<file path="config.mk">
export PLATFORM = sky130hd
export DESIGN_NAME = branch_resolve
export DESIGN_NICKNAME = d
export VERILOG_FILES = /design/src/source/branch_pkg.sv /design/src/source/branch_resolve.sv
export SDC_FILE = /design/constraint.sdc
export NUM_CORES = 1
export LEC_CHECK = 0
export BUFFER_PORTS_ARGS = -buffer_cell sky130_fd_sc_hd__buf_2
export CORE_MARGIN = 2
export CORE_UTILIZATION = 40
export CTS_CLUSTER_DIAMETER = 150
export DETAILED_ROUTE_END_ITERATION = 16
export GPL_TIMING_DRIVEN = 0
export PLACE_DENSITY = 0.77
export REMOVE_ABC_BUFFERS = 1
export SLEW_MARGIN = 20
export SYNTH_ARGS = -nofsm -noshare
export SYNTH_HDL_FRONTEND = slang
export SYNTH_SLANG_ARGS = --single-unit
export TNS_END_PERCENT = 10
</file>
<file path="constraint.sdc">
create_clock -name clk -period 5.3 [get_ports clk]
set_input_delay 0.265 -clock clk [delete_from_list [all_inputs] [get_ports clk]]
set_output_delay 0.265 -clock clk [all_outputs]
set_load 0.1 [all_outputs]
</file>
<file path="src/source/branch_pkg.sv">
package branch_pkg;

    typedef logic [7:0]  phys_tag_t;
    typedef logic [31:0] word_t;
    typedef logic [31:0] inst_num_t;
    typedef logic [2:0]  funct3_t;

    // branch conditions, RV32I encoding
    localparam funct3_t F3_BEQ  = 3'b000;
    localparam funct3_t F3_BNE  = 3'b001;
    localparam funct3_t F3_BLT  = 3'b100;
    localparam funct3_t F3_BGE  = 3'b101;
    localparam funct3_t F3_BLTU = 3'b110;
    localparam funct3_t F3_BGEU = 3'b111;

    typedef struct packed {
        inst_num_t inst_num;
        word_t     pc;
        phys_tag_t rd;
        logic      is_jump;    // register-indirect jump
        logic      is_branch;
        funct3_t   funct3;
        word_t     imm;
        phys_tag_t src1;
        phys_tag_t src2;
        word_t     src1_data;
        word_t     src2_data;
        logic      src1_ready;
        logic      src2_ready;
        logic      pred_taken; // fetch prediction
        logic      btb_hit;
    } br_dispatch_t;

    typedef struct packed {
        logic      valid;
        phys_tag_t tag;
        word_t     data;
    } cdb_result_t;

    typedef struct packed {
        inst_num_t inst_num;
        word_t     pc;
        phys_tag_t rd;
        logic      is_jump;
        logic      is_branch;
        funct3_t   funct3;
        word_t     imm;
        word_t     op1;
        word_t     op2;
        logic      pred_taken;
        logic      btb_hit;
    } br_issue_t;

    typedef struct packed {
        inst_num_t inst_num;
        phys_tag_t rd;
        logic      taken;
        logic      mispredict;
        word_t     redirect_pc;
        word_t     link_data;  // jumps only
    } br_resolve_t;

endpackage

</file>
<file path="src/source/branch_resolve.sv">
`timescale 1ns/1ps

module branch_resolve (
    input  logic                    clk,
    input  logic                    reset,
    input  logic                    issue_valid,
    input  branch_pkg::br_issue_t   issue_inst,
    output logic                    resolve_valid,
    output branch_pkg::br_resolve_t resolve_out
);
    import branch_pkg::*;

    logic        cond;
    logic        taken;
    word_t       target;
    word_t       pc_plus4;
    br_resolve_t result;

    always_comb begin
        case (issue_inst.funct3)
            F3_BEQ:  cond = (issue_inst.op1 == issue_inst.op2);
            F3_BNE:  cond = (issue_inst.op1 != issue_inst.op2);
            F3_BLT:  cond = ($signed(issue_inst.op1) < $signed(issue_inst.op2));
            F3_BGE:  cond = ($signed(issue_inst.op1) >= $signed(issue_inst.op2));
            F3_BLTU: cond = (issue_inst.op1 < issue_inst.op2);
            F3_BGEU: cond = (issue_inst.op1 >= issue_inst.op2);
            default: cond = 1'b0;  // reserved encodings never taken
        endcase
    end

    assign pc_plus4 = issue_inst.pc + 32'd4;

    always_comb begin
        if (issue_inst.is_jump) begin
            taken  = 1'b1;
            target = (issue_inst.op1 + issue_inst.imm) & ~32'd1;  // jalr clears bit 0
        end else begin
            taken  = issue_inst.is_branch && cond;
            target = issue_inst.pc + issue_inst.imm;
        end

        result.inst_num    = issue_inst.inst_num;
        result.rd          = issue_inst.rd;
        result.taken       = taken;
        // taken without a btb entry means fetch had no target
        result.mispredict  = (taken != issue_inst.pred_taken) ||
                             (taken && !issue_inst.btb_hit);
        result.redirect_pc = taken ? target : pc_plus4;
        result.link_data   = pc_plus4;
    end

    always_ff @(posedge clk) begin
        if (reset) begin
            resolve_valid <= 1'b0;
        end else begin
            resolve_valid <= issue_valid;
            if (issue_valid) begin
                resolve_out <= result;
            end
        end
    end

endmodule

</file>
After elaboration in Yosys (flattened, before gate mapping)
Index checks and enable logic that the tools add are counted.
Storage, ports and cells
  ROM bits: 0
  output and inout port bits: 107
  bits in latches: 0
  bits of input ports: 178
  memory bits (writable): 0
  bits in registers: 107
  logic and storage cells: 33
  memories kept: 0
Operators by class
  divide/modulo/power cells: 0
  reductions and logical operators: 6
  mux-type cells: 4
  eq/ne operators: 8
  shift operators: 0
  multipliers: 0
  order comparisons: 4
  bitwise operators: 1
  add/subtract/negate cells: 3
Operator list (count)
  32-bit adder: 2
  32-bit greater-or-equal comparator: 2
  32-bit < comparator: 2
  32-bit 2-to-1 mux: 2
  32-bit by 3-bit adder with 32-bit output, second input constant: 1
  32-bit equality test: 1
  32-bit != test: 1
  3-bit equality test, second input constant: 4
  1-bit one-hot mux with 6 select lines: 1
  3-bit by 1-bit equality test with 1-bit output, second input constant: 1
  3-bit zero test: 1
  1-bit logical AND: 2
  2-bit AND reduction: 1
  1-bit zero test: 1
  1-bit logical OR: 1
  1-bit 2-to-1 mux: 1
  1-bit != test: 1
  1-bit inverter: 1

Logic depth before layout (Yosys ltp)
Gate-level depths: netlist of run 1.
  depth in word-level cells: 6
  depth in mapped cells: 14

Worst setup path before layout of run 1
Ideal clock, no wire load.
  kind: input -> register
  from: input port reset
  to: register resolve_out[0] (netlist bit) (enable)
  arrival: 4977 ps
  buffers on the path: 0
  path slack: -263 ps
  stages on the path: 1
  cell sequence: nor2b_1
On the way
  longest elaborated chain between the ends: 2
Ends and longest elaborated chain
  from (decl): RTL line branch_resolve.sv:5  | input logic reset,
  1-bit inverter (no line)
  2-bit AND reduction (no line)
  to (signal assigned): RTL line branch_resolve.sv:58  | resolve_out <= result;
  to (decl): RTL line branch_resolve.sv:9  | output branch_pkg::br_resolve_t resolve_out
No other way between the ends.
A chain may end at the register's enable or synchronous reset.

==> flow_summary_export.csv, run 1 <==
group,metric,value,unit
layout,final_nets,1398,
floorplanning,start_util,40.9,%
layout,instances_no_fill,1403,
global_routing,grt_max_degree,48,
route,routed_wl,23700,um
run_status,status,"finished clean",
logic_synthesis,synth_warnings,0,
global_routing,grt_pass1_wl,36400,um
worst_setup_path,cp_common_cell,"a21oi_1",
hold_path,worstHoldStart,"issue_inst[170]",
route,dr_wl_met2,10800,um
cts,cts_setup_buffers,0,
job,cap_viol_max_count,0,
floorplanning,io_pins,285,
route,via_count,7527,
placed_design,io_buffers,284,
hold_path,min_path_cells,1,
route,wl_met1,10700,um
logic_synthesis,synth-edff-count,106,
sta,fin_crit_sh,64.2,%
logic_synthesis,ys_seq_area_share,38.6,%
worst_setup_path,cp.required,5.37,ns
logic_synthesis,synth.cell_area,8300,um^2
logic_synthesis,synth_cells,837,
logic_synthesis,synth-main-ff-cell,"edfxtp_1",
worst_setup_path,crit_arrival,3.48,ns
logic_synthesis,synth_most_common_cell,"edfxtp_1",
worst_setup_path,startpoint,"issue_inst[53]",
worst_setup_path,worstSetupEndpoint,"resolve_out[47]",
worst_setup_path,slowest_stage,"a211o_2",
power,combPwrFrac,40.9,%
power,power_density,283,nW/um^2
power,p_clk_share,24.4,%
sta,fmax,294,MHz
sta,setup_tns,0,ns
route,wl_per_cell,16.9,um
hold_path,hold_path.class,"in -> reg",
sta,rsz0062_at_grt,"false",
floorplanning,die_w,148,um
route,first_pass_iters,5,
placed_design,dpl.cell_count,1383,
floorplanning,num_rows,52,
layout,area_growth,25.7,%
logic_synthesis,synth_area_per_cell,9.92,um^2
cts,cts.sinks,107,
logic_synthesis,synthTopCellsByCount,"edfxtp_1, ha_1, a21oi_1",
global_routing,grt_pass1_vias,7117,
route,route.met3.wl,1680,um
route,vias_per_cell,5.36,
layout,drive_gt1_share,28.7,%
power,leakagePower,0.00468,uW
cts,holdBufCountCts,0,
placed_design,place_hpwl,19100,um
placed_design,dpl_cell_area,10100,um^2
cts,cts_resized,0,
worst_setup_path,worstPathMaxFanout,23,
power,p_sw_share,41.4,%
worst_setup_path,startpoint_type,"primary input",
sta,hold_violations,0,
route,drt_iter0_drc,427,
sta,maxSlewHeadroom,35.7,%
logic_synthesis,yosysTopAreaCellShare,38.3,%
global_routing,grt_antenna_before_repair,2,
layout,design_area,10400,um^2
power,power,2950,uW
floorplanning,core,20300,um^2
logic_synthesis,synth_area_leaders,"edfxtp_1, ha_1, xnor2_1",
global_routing,grt.total_usage,21.1,%
logic_synthesis,yosys_register_bits,107,
power,peakVddDrop,0.134,mV
worst_setup_path,critPathKind,"in -> reg",
cts,clkTransAtPathRegs,0.08,ns
route,drc_errors,0,
layout,final_core_util,51.4,%
placed_design,gp_congestion,0.889,
worst_setup_path,crit_chain,"buf_2 > ha_1 > a21oi_1 > o21ai_0 > a211oi_1 > nor3b_1 > o311ai_0 > mux2i_1 > a211o_2 > buf_16 > or2_2 > a21oi_1 > a21oi_1",
worst_setup_path,endpoint_kind,"register",
route,postRouteAntennaNets,0,
global_routing,grt_overflow_total,0,
logic_synthesis,synthDistinctLibCells,66,
logic_synthesis,yosys.area.top_type,"edfxtp_1",
cts,cts.htree.levels,3,
cts,cts_buffers,9,
floorplanning,die_h,148,um
sta,setup_violations,0,
floorplanning,die_area,21900,um^2
power,power.internal,1730,uW
worst_setup_path,max_stage_delay,0.59,ns
sta,tightestPinTransition,0.964,ns
sta,maxSlewViolCount,0,
cts,cts_root_buffer,"clkbuf_16",
cts,cts_buffer_depth,2,
cts,tritoncts,"built",
power,p_switching,1220,uW
route,highest_layer,"met4",
logic_synthesis,ys_async_sr_fraction,0,%
power,pwr-share-seq,34.7,%
sta,post-route-min-period,3.40,ns
==> layer usage <==
| layer | GRT usage, % | vias up |
|---|---|---|
| li1 | - | 3715 |
| met1 | 28.7 | 3492 |
| met5 | 0 | - |
| met2 | 34.1 | 290 |
| met3 | 3.96 | 30 |
| met4 | 6.71 | 0 |
==> flip-flops by register name, summed over array words and instances (netlist names) <==
signal,cells
resolve_out,106
resolve_valid,1
==> worst max-delay path: cells and delay by family <==
family                     cells  cell delay (ns)
muxes                          1             0.13
and+or+nand+nor                2             0.44
adders and majority gates      1             0.31
AOI/OAI and AO/OA              7             1.91
buffers and inverters          2             0.40
==> how the worst min path moves through the flow <==
stage	endpoint	slack, ns
3_5_place_dp	resolve_out[101]	0.44
4_1_cts	resolve_out[101]	0.06
6_report	resolve_out[101]	0.07
3_3_place_gp	resolve_valid	0.43
5_1_grt	resolve_out[71]	0.06
2_1_floorplan	resolve_valid	0.34
==> final cells by class <==
class,instances,area [um^2]
fill,1900,9870
timing repair buffer,289,1540
clock buffer,9,225
inverter,53,199
clock inverter,7,80.1
multi-input combinational,664,4840
antenna,4,10.0
sequential,107,3200
tap,270,338
==> per-stage QoR <==
step           setup WS [ns]  hold slack (ns)
5_1_grt                 1.66           0.0584
2_1_floorplan         -0.263            0.337
6_report                1.90           0.0707
4_1_cts                 1.91           0.0577
3_5_place_dp            1.53            0.443
3_3_place_gp           -2.39            0.434
==> cells in the final DEF (no fill, tap or decap), types with 3 or more instances in the layout <==
cell type  synthesis  layout
a211o_1            4       3
a211oi_1          12      12
a211oi_2           3       3
a21o_1            23      23
a21oi_1           74      74
a31o_2             3       3
a31oi_1            8       8
and3_1            10      10
and4_1             4       4
buf_12             0       3
buf_2              3     284
clkbuf_16          0       9
diode_2            0       4
edfxtp_1         106     106
ha_1              94      94
inv_1             52      52
inv_6              0       4
mux2i_1           27      27
nand2_1           69      69
nand2b_1          15      15
nand3_1           24      24
nand4_1           11      11
nor2_1            40      40
nor2b_1           11      10
nor3_1            17      17
nor4_1             4       3
o211ai_1           6       6
o21a_1            16      16
o21ai_0           47      47
o21ai_1            5       5
o21bai_1           5       5
o22ai_1            5       5
o31ai_1            3       3
or2_2              3       3
or3_1              4       4
xnor2_1           53      53
xor2_1            26      26
==> kinds of logic (layout without fill, tap and decap cells) <==
group                    Yosys count  after routing  synth area share (%)
AND/OR/NAND/NOR                  222            222                  13.2
adder cells (fa/ha/maj)           96             96                  14.6
buffers and inverters             66            358                  3.30
XOR/XNOR                          79             79                  8.33
multiplexers                      27             27                  3.26
other                              0              4                     0
flip-flops                       107            107                  38.6
AO/OA/AOI/OAI                    240            240                  18.7
==> power by group through the flow <==
stage / clock (uW) / combinational, uW / sequential [uW]
finish: 719 / 1210 / 1020
global route: 763 / 1290 / 1030
CTS: 736 / 1200 / 1030
detailed placement: 0 / 1200 / 1040
global placement: 0 / 1170 / 1050
floorplan: 0 / 458 / 1510
Note: power is estimated with default switching activity, not from simulation.
==> run 2, diff against run 1 <==
Settings changed: ABC_AREA set to 1, PLACE_DENSITY 0.77 to 0.73.
Clock period 5.3 ns to 3.15 ns, I/O delays scaled along.
==> run 2 against run 1 <==
Against the previous run:
- die area is 9.3% higher
- sequential power is 69% higher
- clock power is 52% higher
- core utilization is 0.20 points higher
- critical endpoint is now resolve_out[56]
- non-clock buffer count is 40 higher
- synthesized cell count is 41% higher
- design area is 11% higher
- count of clock-buffer cells in the layout is 1 higher
- sequential cell count stayed put
- worst hold slack worse by 0.055 ns
- global-route usage is 2.1 points higher
- first-iteration DRC count is 38% higher
==> flow_summary_export.csv, run 2 <==
group,metric,value,unit
placed_design,dpl_cell_area,10900,um^2
cts,cts.htree.levels,3,
layout,regMostFlops,"resolve_out",
route,via_count,9213,
cts,clkTransAtPathRegs,0.08,ns
run_status,status,"finished clean",
sta,hold_violations,0,
route,wl_per_cell,15.7,um
worst_setup_path,cp_common_cell,"nand2_1",
route,drc_errors,0,
placed_design,place_hpwl,23400,um
sta,setup_violations,0,
logic_synthesis,ys_async_sr_fraction,0,%
worst_setup_path,slowest_stage,"ha_1",
layout,largest_reg_flops,106,
cts,cts_buffer_depth,2,
power,peakVddDrop,0.252,mV
worst_setup_path,startpoint_type,"primary input",
floorplanning,die_w,155,um
worst_setup_path,worstPathMaxFanout,35,
layout,area_growth,27.6,%
logic_synthesis,synth.cell_area,9100,um^2
layout,top_regs,"resolve_out (106), resolve_valid (1)",
logic_synthesis,ys_seq_area_share,35.2,%
route,routed_wl,28200,um
layout,final_nets,1780,
worst_setup_path,critPathKind,"in -> reg",
worst_setup_path,startpoint,"issue_inst[65]",
worst_setup_path,crit_arrival,2.80,ns
sta,post-route-min-period,2.70,ns
worst_setup_path,max_stage_delay,0.37,ns
global_routing,grt_pass1_wl,44100,um
sta,fmax,370,MHz
placed_design,gp_congestion,0.896,
job,cap_viol_max_count,0,
route,vias_per_cell,5.11,
logic_synthesis,yosysTopAreaCellShare,35.0,%
floorplanning,start_util,40.4,%
cts,tritoncts,"built",
global_routing,grt_pass1_vias,8722,
logic_synthesis,synth_area_per_cell,7.69,um^2
sta,worst_hold_slack,0.0156,ns
logic_synthesis,synth_area_leaders,"edfxtp_1, ha_1, nand2_1",
global_routing,grt_overflow_total,0,
global_routing,grt_max_degree,36,
route,first_pass_iters,6,
logic_synthesis,synth_most_common_cell,"nand2_1",
logic_synthesis,synthTopCellsByCount,"nand2_1, inv_1, a21oi_1",
worst_setup_path,cpLargestDelayFamily,"simple AND/OR/NAND/NOR gates",
cts,cts_buffers,9,
logic_synthesis,yosys.area.top_type,"edfxtp_1",
worst_setup_path,cp.required,3.25,ns
floorplanning,die_area,24000,um^2
floorplanning,num_rows,55,
logic_synthesis,synth-edff-count,106,
power,leakagePower,0.00563,uW
worst_setup_path,crit_chain,"buf_2 > ha_1 > nand2_2 > nor2_4 > nand2_2 > nor3b_2 > nand2_2 > nand2_1 > o21ai_1 > inv_1 > nand2_1 > nor2_2 > nand3_2 > nand2_4 > nand2_4 > nand2_1 > nand2_1",
layout,design_area,11600,um^2
floorplanning,core,22500,um^2
logic_synthesis,synth_cells,1183,
sta,maxSlewViolCount,0,
worst_setup_path,cp.depth,17,
logic_synthesis,synth_warnings,0,
worst_setup_path,endpoint_kind,"register",
logic_synthesis,synth-main-ff-cell,"edfxtp_1",
sta,fin_crit_sh,85.8,%
route,postRouteAntennaNets,0,
sta,maxSlewHeadroom,46.4,%
worst_setup_path,worst-path-buf-inv,2,
sta,rsz0062_at_grt,"false",
logic_synthesis,synthDistinctLibCells,48,
layout,layout_commonest_cell,"buf_2",
sta,tightestPinTransition,0.795,ns
cts,cts_root_buffer,"clkbuf_16",
global_routing,grt.total_usage,23.2,%
cts,cts_resized,0,
power,power_density,429,nW/um^2
layout,drive_gt1_share,21.8,%
worst_setup_path,worstSetupEndpoint,"resolve_out[56]",
cts,cts.sinks,107,
hold_path,hold_path.class,"in -> reg",
route,drt_iter0_drc,588,
placed_design,io_buffers,284,
layout,final_cell_mix,"buf_2, nand2_1, inv_1",
floorplanning,die_h,155,um
floorplanning,io_pins,285,
global_routing,grt_antenna_before_repair,6,
logic_synthesis,yosys_register_bits,107,
run 2: repair_timing:
action                                 CTS  global route
buffers inserted                         0             0
endpoints found under the hold margin   40             0
setup endpoints to repair                0             0
hold buffers                            40             0
run 2: worst min-delay path by stage:
stage	startpoint	end	slack [ns]	depth (start not counted)
after global routing	issue_inst[111]	resolve_out[0]	0.008	1
after CTS	reset	resolve_valid	0.006	2
final	reset	resolve_valid	0.02	2
after detailed placement	issue_inst[108]	resolve_out[71]	0.34	1
after global placement	reset	resolve_valid	0.33	2
after floorplan	reset	resolve_valid	0.23	1
run 2: cell type report:
class                           instances  area, um^2
Inverter                              150         564
Multi-Input combinational cell        909        5240
Clock buffer                           10         229
Timing Repair Buffer                  329        1940
Antenna cell                            6        15.0
Fill cell                            2204       10900
Tap cell                              285         357
Sequential cell                       107        3200
Clock inverter                          6        57.6
run 2: metal layers:
layer	track usage [%]	vias up	routed length [um]
li1	-	4703	-
met1	31.9	4139	12700
met2	39.2	338	13300
met3	2.16	33	1840
met4	6.31	0	459
met5	0	-	0
run 2: cell families after synthesis:
kind of cell / after synthesis / synth area share (%)
adder cells (fa/ha/maj): 96 / 13.4
XOR/XNOR: 46 / 4.43
flip-flops: 107 / 35.2
AO/OA/AOI/OAI: 248 / 14.8
multiplexers: 1 / 0.110
AND/OR/NAND/NOR: 518 / 24.8
buffers and inverters: 167 / 7.31
run 2: power by group:
| group | internal, uW | leakage, uW | switching (uW) |
|---|---|---|---|
| clock | 554 | 0.000141 | 532 |
| sequential | 1700 | 0.000997 | 23.2 |
| combinational | 557 | 0.00449 | 1610 |
| total | 2810 | 0.00563 | 2170 |
run 2: per-stage QoR:
stage                     util, %  worst slack [ns]  std cells  total power (uW)  TNS [ns]
after detailed placement     48.5            0.0205       1740              3870         0
after floorplan                 -             -2.08       1166              3340   -221.00
after CTS                    51.5             0.382       1796              4990         0
after global routing         51.6             0.174       1802              5240         0
final                        51.6             0.448       1802              4970         0
after global placement       47.9             -3.78       1735              3840   -425.27
==> run 3, diff against run 2 <==
Settings changed: CORE_UTILIZATION 40 to 25, PLACE_DENSITY 0.73 to 0.53.
==> run 3 against run 2 <==
Against the previous run:
- die area grew 58%
- cell count grew 9.7%
- largest power group unchanged
- largest cell class unchanged
- combinational power is essentially flat
- worst hold slack gained 0.044 ns
- critical endpoint is now resolve_out[60]
- critical path depth shrank 2
- clock power grew 4%
- total power grew 1.3%
==> flow_summary_export.csv, run 3 (synthesis gave the netlist of run 2 again) <==
group,metric,value,unit
worst_setup_path,startpoint_type,"primary input",
route,highest_layer,"met4",
cts,cts_buffer_depth,2,
sta,fmax,331,MHz
cts,cts_root_buffer,"clkbuf_16",
worst_setup_path,crit_arrival,3.13,ns
global_routing,grt_pass1_vias,8908,
global_routing,grt.total_usage,16.6,%
run_status,status,"finished clean",
power,power,5040,uW
sta,rsz0062_at_grt,"false",
sta,setup_tns,0,ns
layout,final_nets,1783,
sta,fin_crit_sh,95.9,%
layout,largest_reg_flops,106,
route,vias_per_cell,4.63,
sta,worst_hold_slack,0.0595,ns
power,peakVddDrop,0.245,mV
cts,tritoncts,"built",
layout,multiInputGateArea,5240,um^2
route,wl_met1,15400,um
placed_design,place_hpwl,27300,um
cts,cts_buffers,9,
route,wl_per_cell,16.2,um
power,p_clk_share,22.4,%
global_routing,grt_antenna_before_repair,1,
layout,area_growth,30.2,%
floorplanning,io_pins,285,
sta,hold_violations,0,
floorplanning,start_util,25.5,%
route,via_count,9142,
floorplanning,num_rows,69,
sta,tightestPinTransition,0.741,ns
hold_path,hold_path.class,"in -> reg",
cts,cts.sinks,107,
route,routed_wl,32100,um
floorplanning,core,35700,um^2
placed_design,io_buffers,284,
global_routing,grt_max_degree,36,
cts,cts_setup_buffers,0,
global_routing,grt_overflow_total,0,
worst_setup_path,worstPathMaxFanout,4,
power,power_density,426,nW/um^2
worst_setup_path,critPathKind,"in -> reg",
sta,maxSlewViolCount,0,
power,p_switching,2170,uW
sta,post-route-min-period,3.02,ns
worst_setup_path,endpoint_kind,"register",
floorplanning,die_h,195,um
layout,seqCellArea,3200,um^2
worst_setup_path,cp.required,3.26,ns
cts,clkTransAtPathRegs,0.07,ns
job,cap_viol_max_count,0,
power,combPwrFrac,43.5,%
sta,setup_violations,0,
sta,maxSlewHeadroom,50.1,%
route,drt_iter0_drc,590,
layout,fill_cells,3862,
cts,cts.htree.levels,3,
power,p_sw_share,43.1,%
route,first_pass_iters,4,
power,leakagePower,0.00563,uW
power,power.internal,2870,uW
floorplanning,die_w,195,um
layout,top_regs,"resolve_out (106), resolve_valid (1)",
layout,final_cell_mix,"buf_2, nand2_1, inv_1",
route,dr_wl_met2,14900,um
route,drc_errors,0,
placed_design,gp_congestion,0.881,
layout,drive_gt1_share,21.7,%
global_routing,grt_pass1_wl,49100,um
route,route.met3.wl,1280,um
route,postRouteAntennaNets,0,
power,pwr-share-seq,34.1,%
floorplanning,die_area,37900,um^2
layout,regMostFlops,"resolve_out",
layout,layout_commonest_cell,"buf_2",
run 3: what timing repair did:
action                                 in CTS  in global routing
endpoints found under the hold margin      43                  0
resized for setup                           0                  1
setup endpoints to repair                   0                  5
hold buffers                               43                  0
run 3: worst paths after layout:
path | startpoint | endpoint | slack [ns] | depth (start not counted)
max | issue_inst[111] | resolve_out[60] | 0.13 | 15
min | issue_valid | resolve_valid | 0.06 | 3
run 3: layout make-up:
| cell class | instances | share of cell area [%] |
|---|---|---|
| repair buffers | 332 | 16.6 |
| multi-input cells | 909 | 44.2 |
| clock inverters | 7 | 0.560 |
| well taps | 461 | 4.87 |
| inverters | 150 | 4.76 |
| flip-flops and latches | 107 | 27.0 |
| diodes | 1 | 0.0211 |
| clock buffers | 9 | 1.90 |
run 3: power by group through the flow:
| stage | logic, uW | clock network (uW) | registers, uW |
|---|---|---|---|
| after floorplan | 807 | 0 | 2530 |
| after global placement | 2130 | 0 | 1770 |
| after detailed placement | 2150 | 0 | 1750 |
| after CTS | 2200 | 1180 | 1720 |
| after global routing | 2390 | 1230 | 1730 |
| final | 2190 | 1130 | 1720 |
run 3: through the flow:
step	instance area (um^2)	setup slack, ns	instances	util, %
floorplan	9000	-2.08	1166	-
global placement	11000	-4.14	1911	30.8
detailed placement	11100	-0.148	1916	31.1
CTS	11800	0.0223	1975	33.1
global route	11800	0.0151	1976	33.1
finish	11800	0.130	1976	33.1
run 3: routing by layer:
metal,GRT usage [%],vias to the layer above
met3,1.72,23
met1,23.1,4178
met4,4.27,0
met2,27.6,237
met5,0,-
li1,-,4704
run 3: worst max-delay path: stages:
cell and delay [ns]:
dlygate4sd3_1 0.52, buf_2 0.12, ha_1 0.19, inv_1 0.09
fa_1 0.41, o21ai_1 0.34, a21oi_1 0.18, o21ai_0 0.36
nand4_1 0.22, nand2_1 0.12, nand2_1 0.05, nand3_1 0.07
o21ai_0 0.14, nand2_1 0.10, nand2_1 0.06
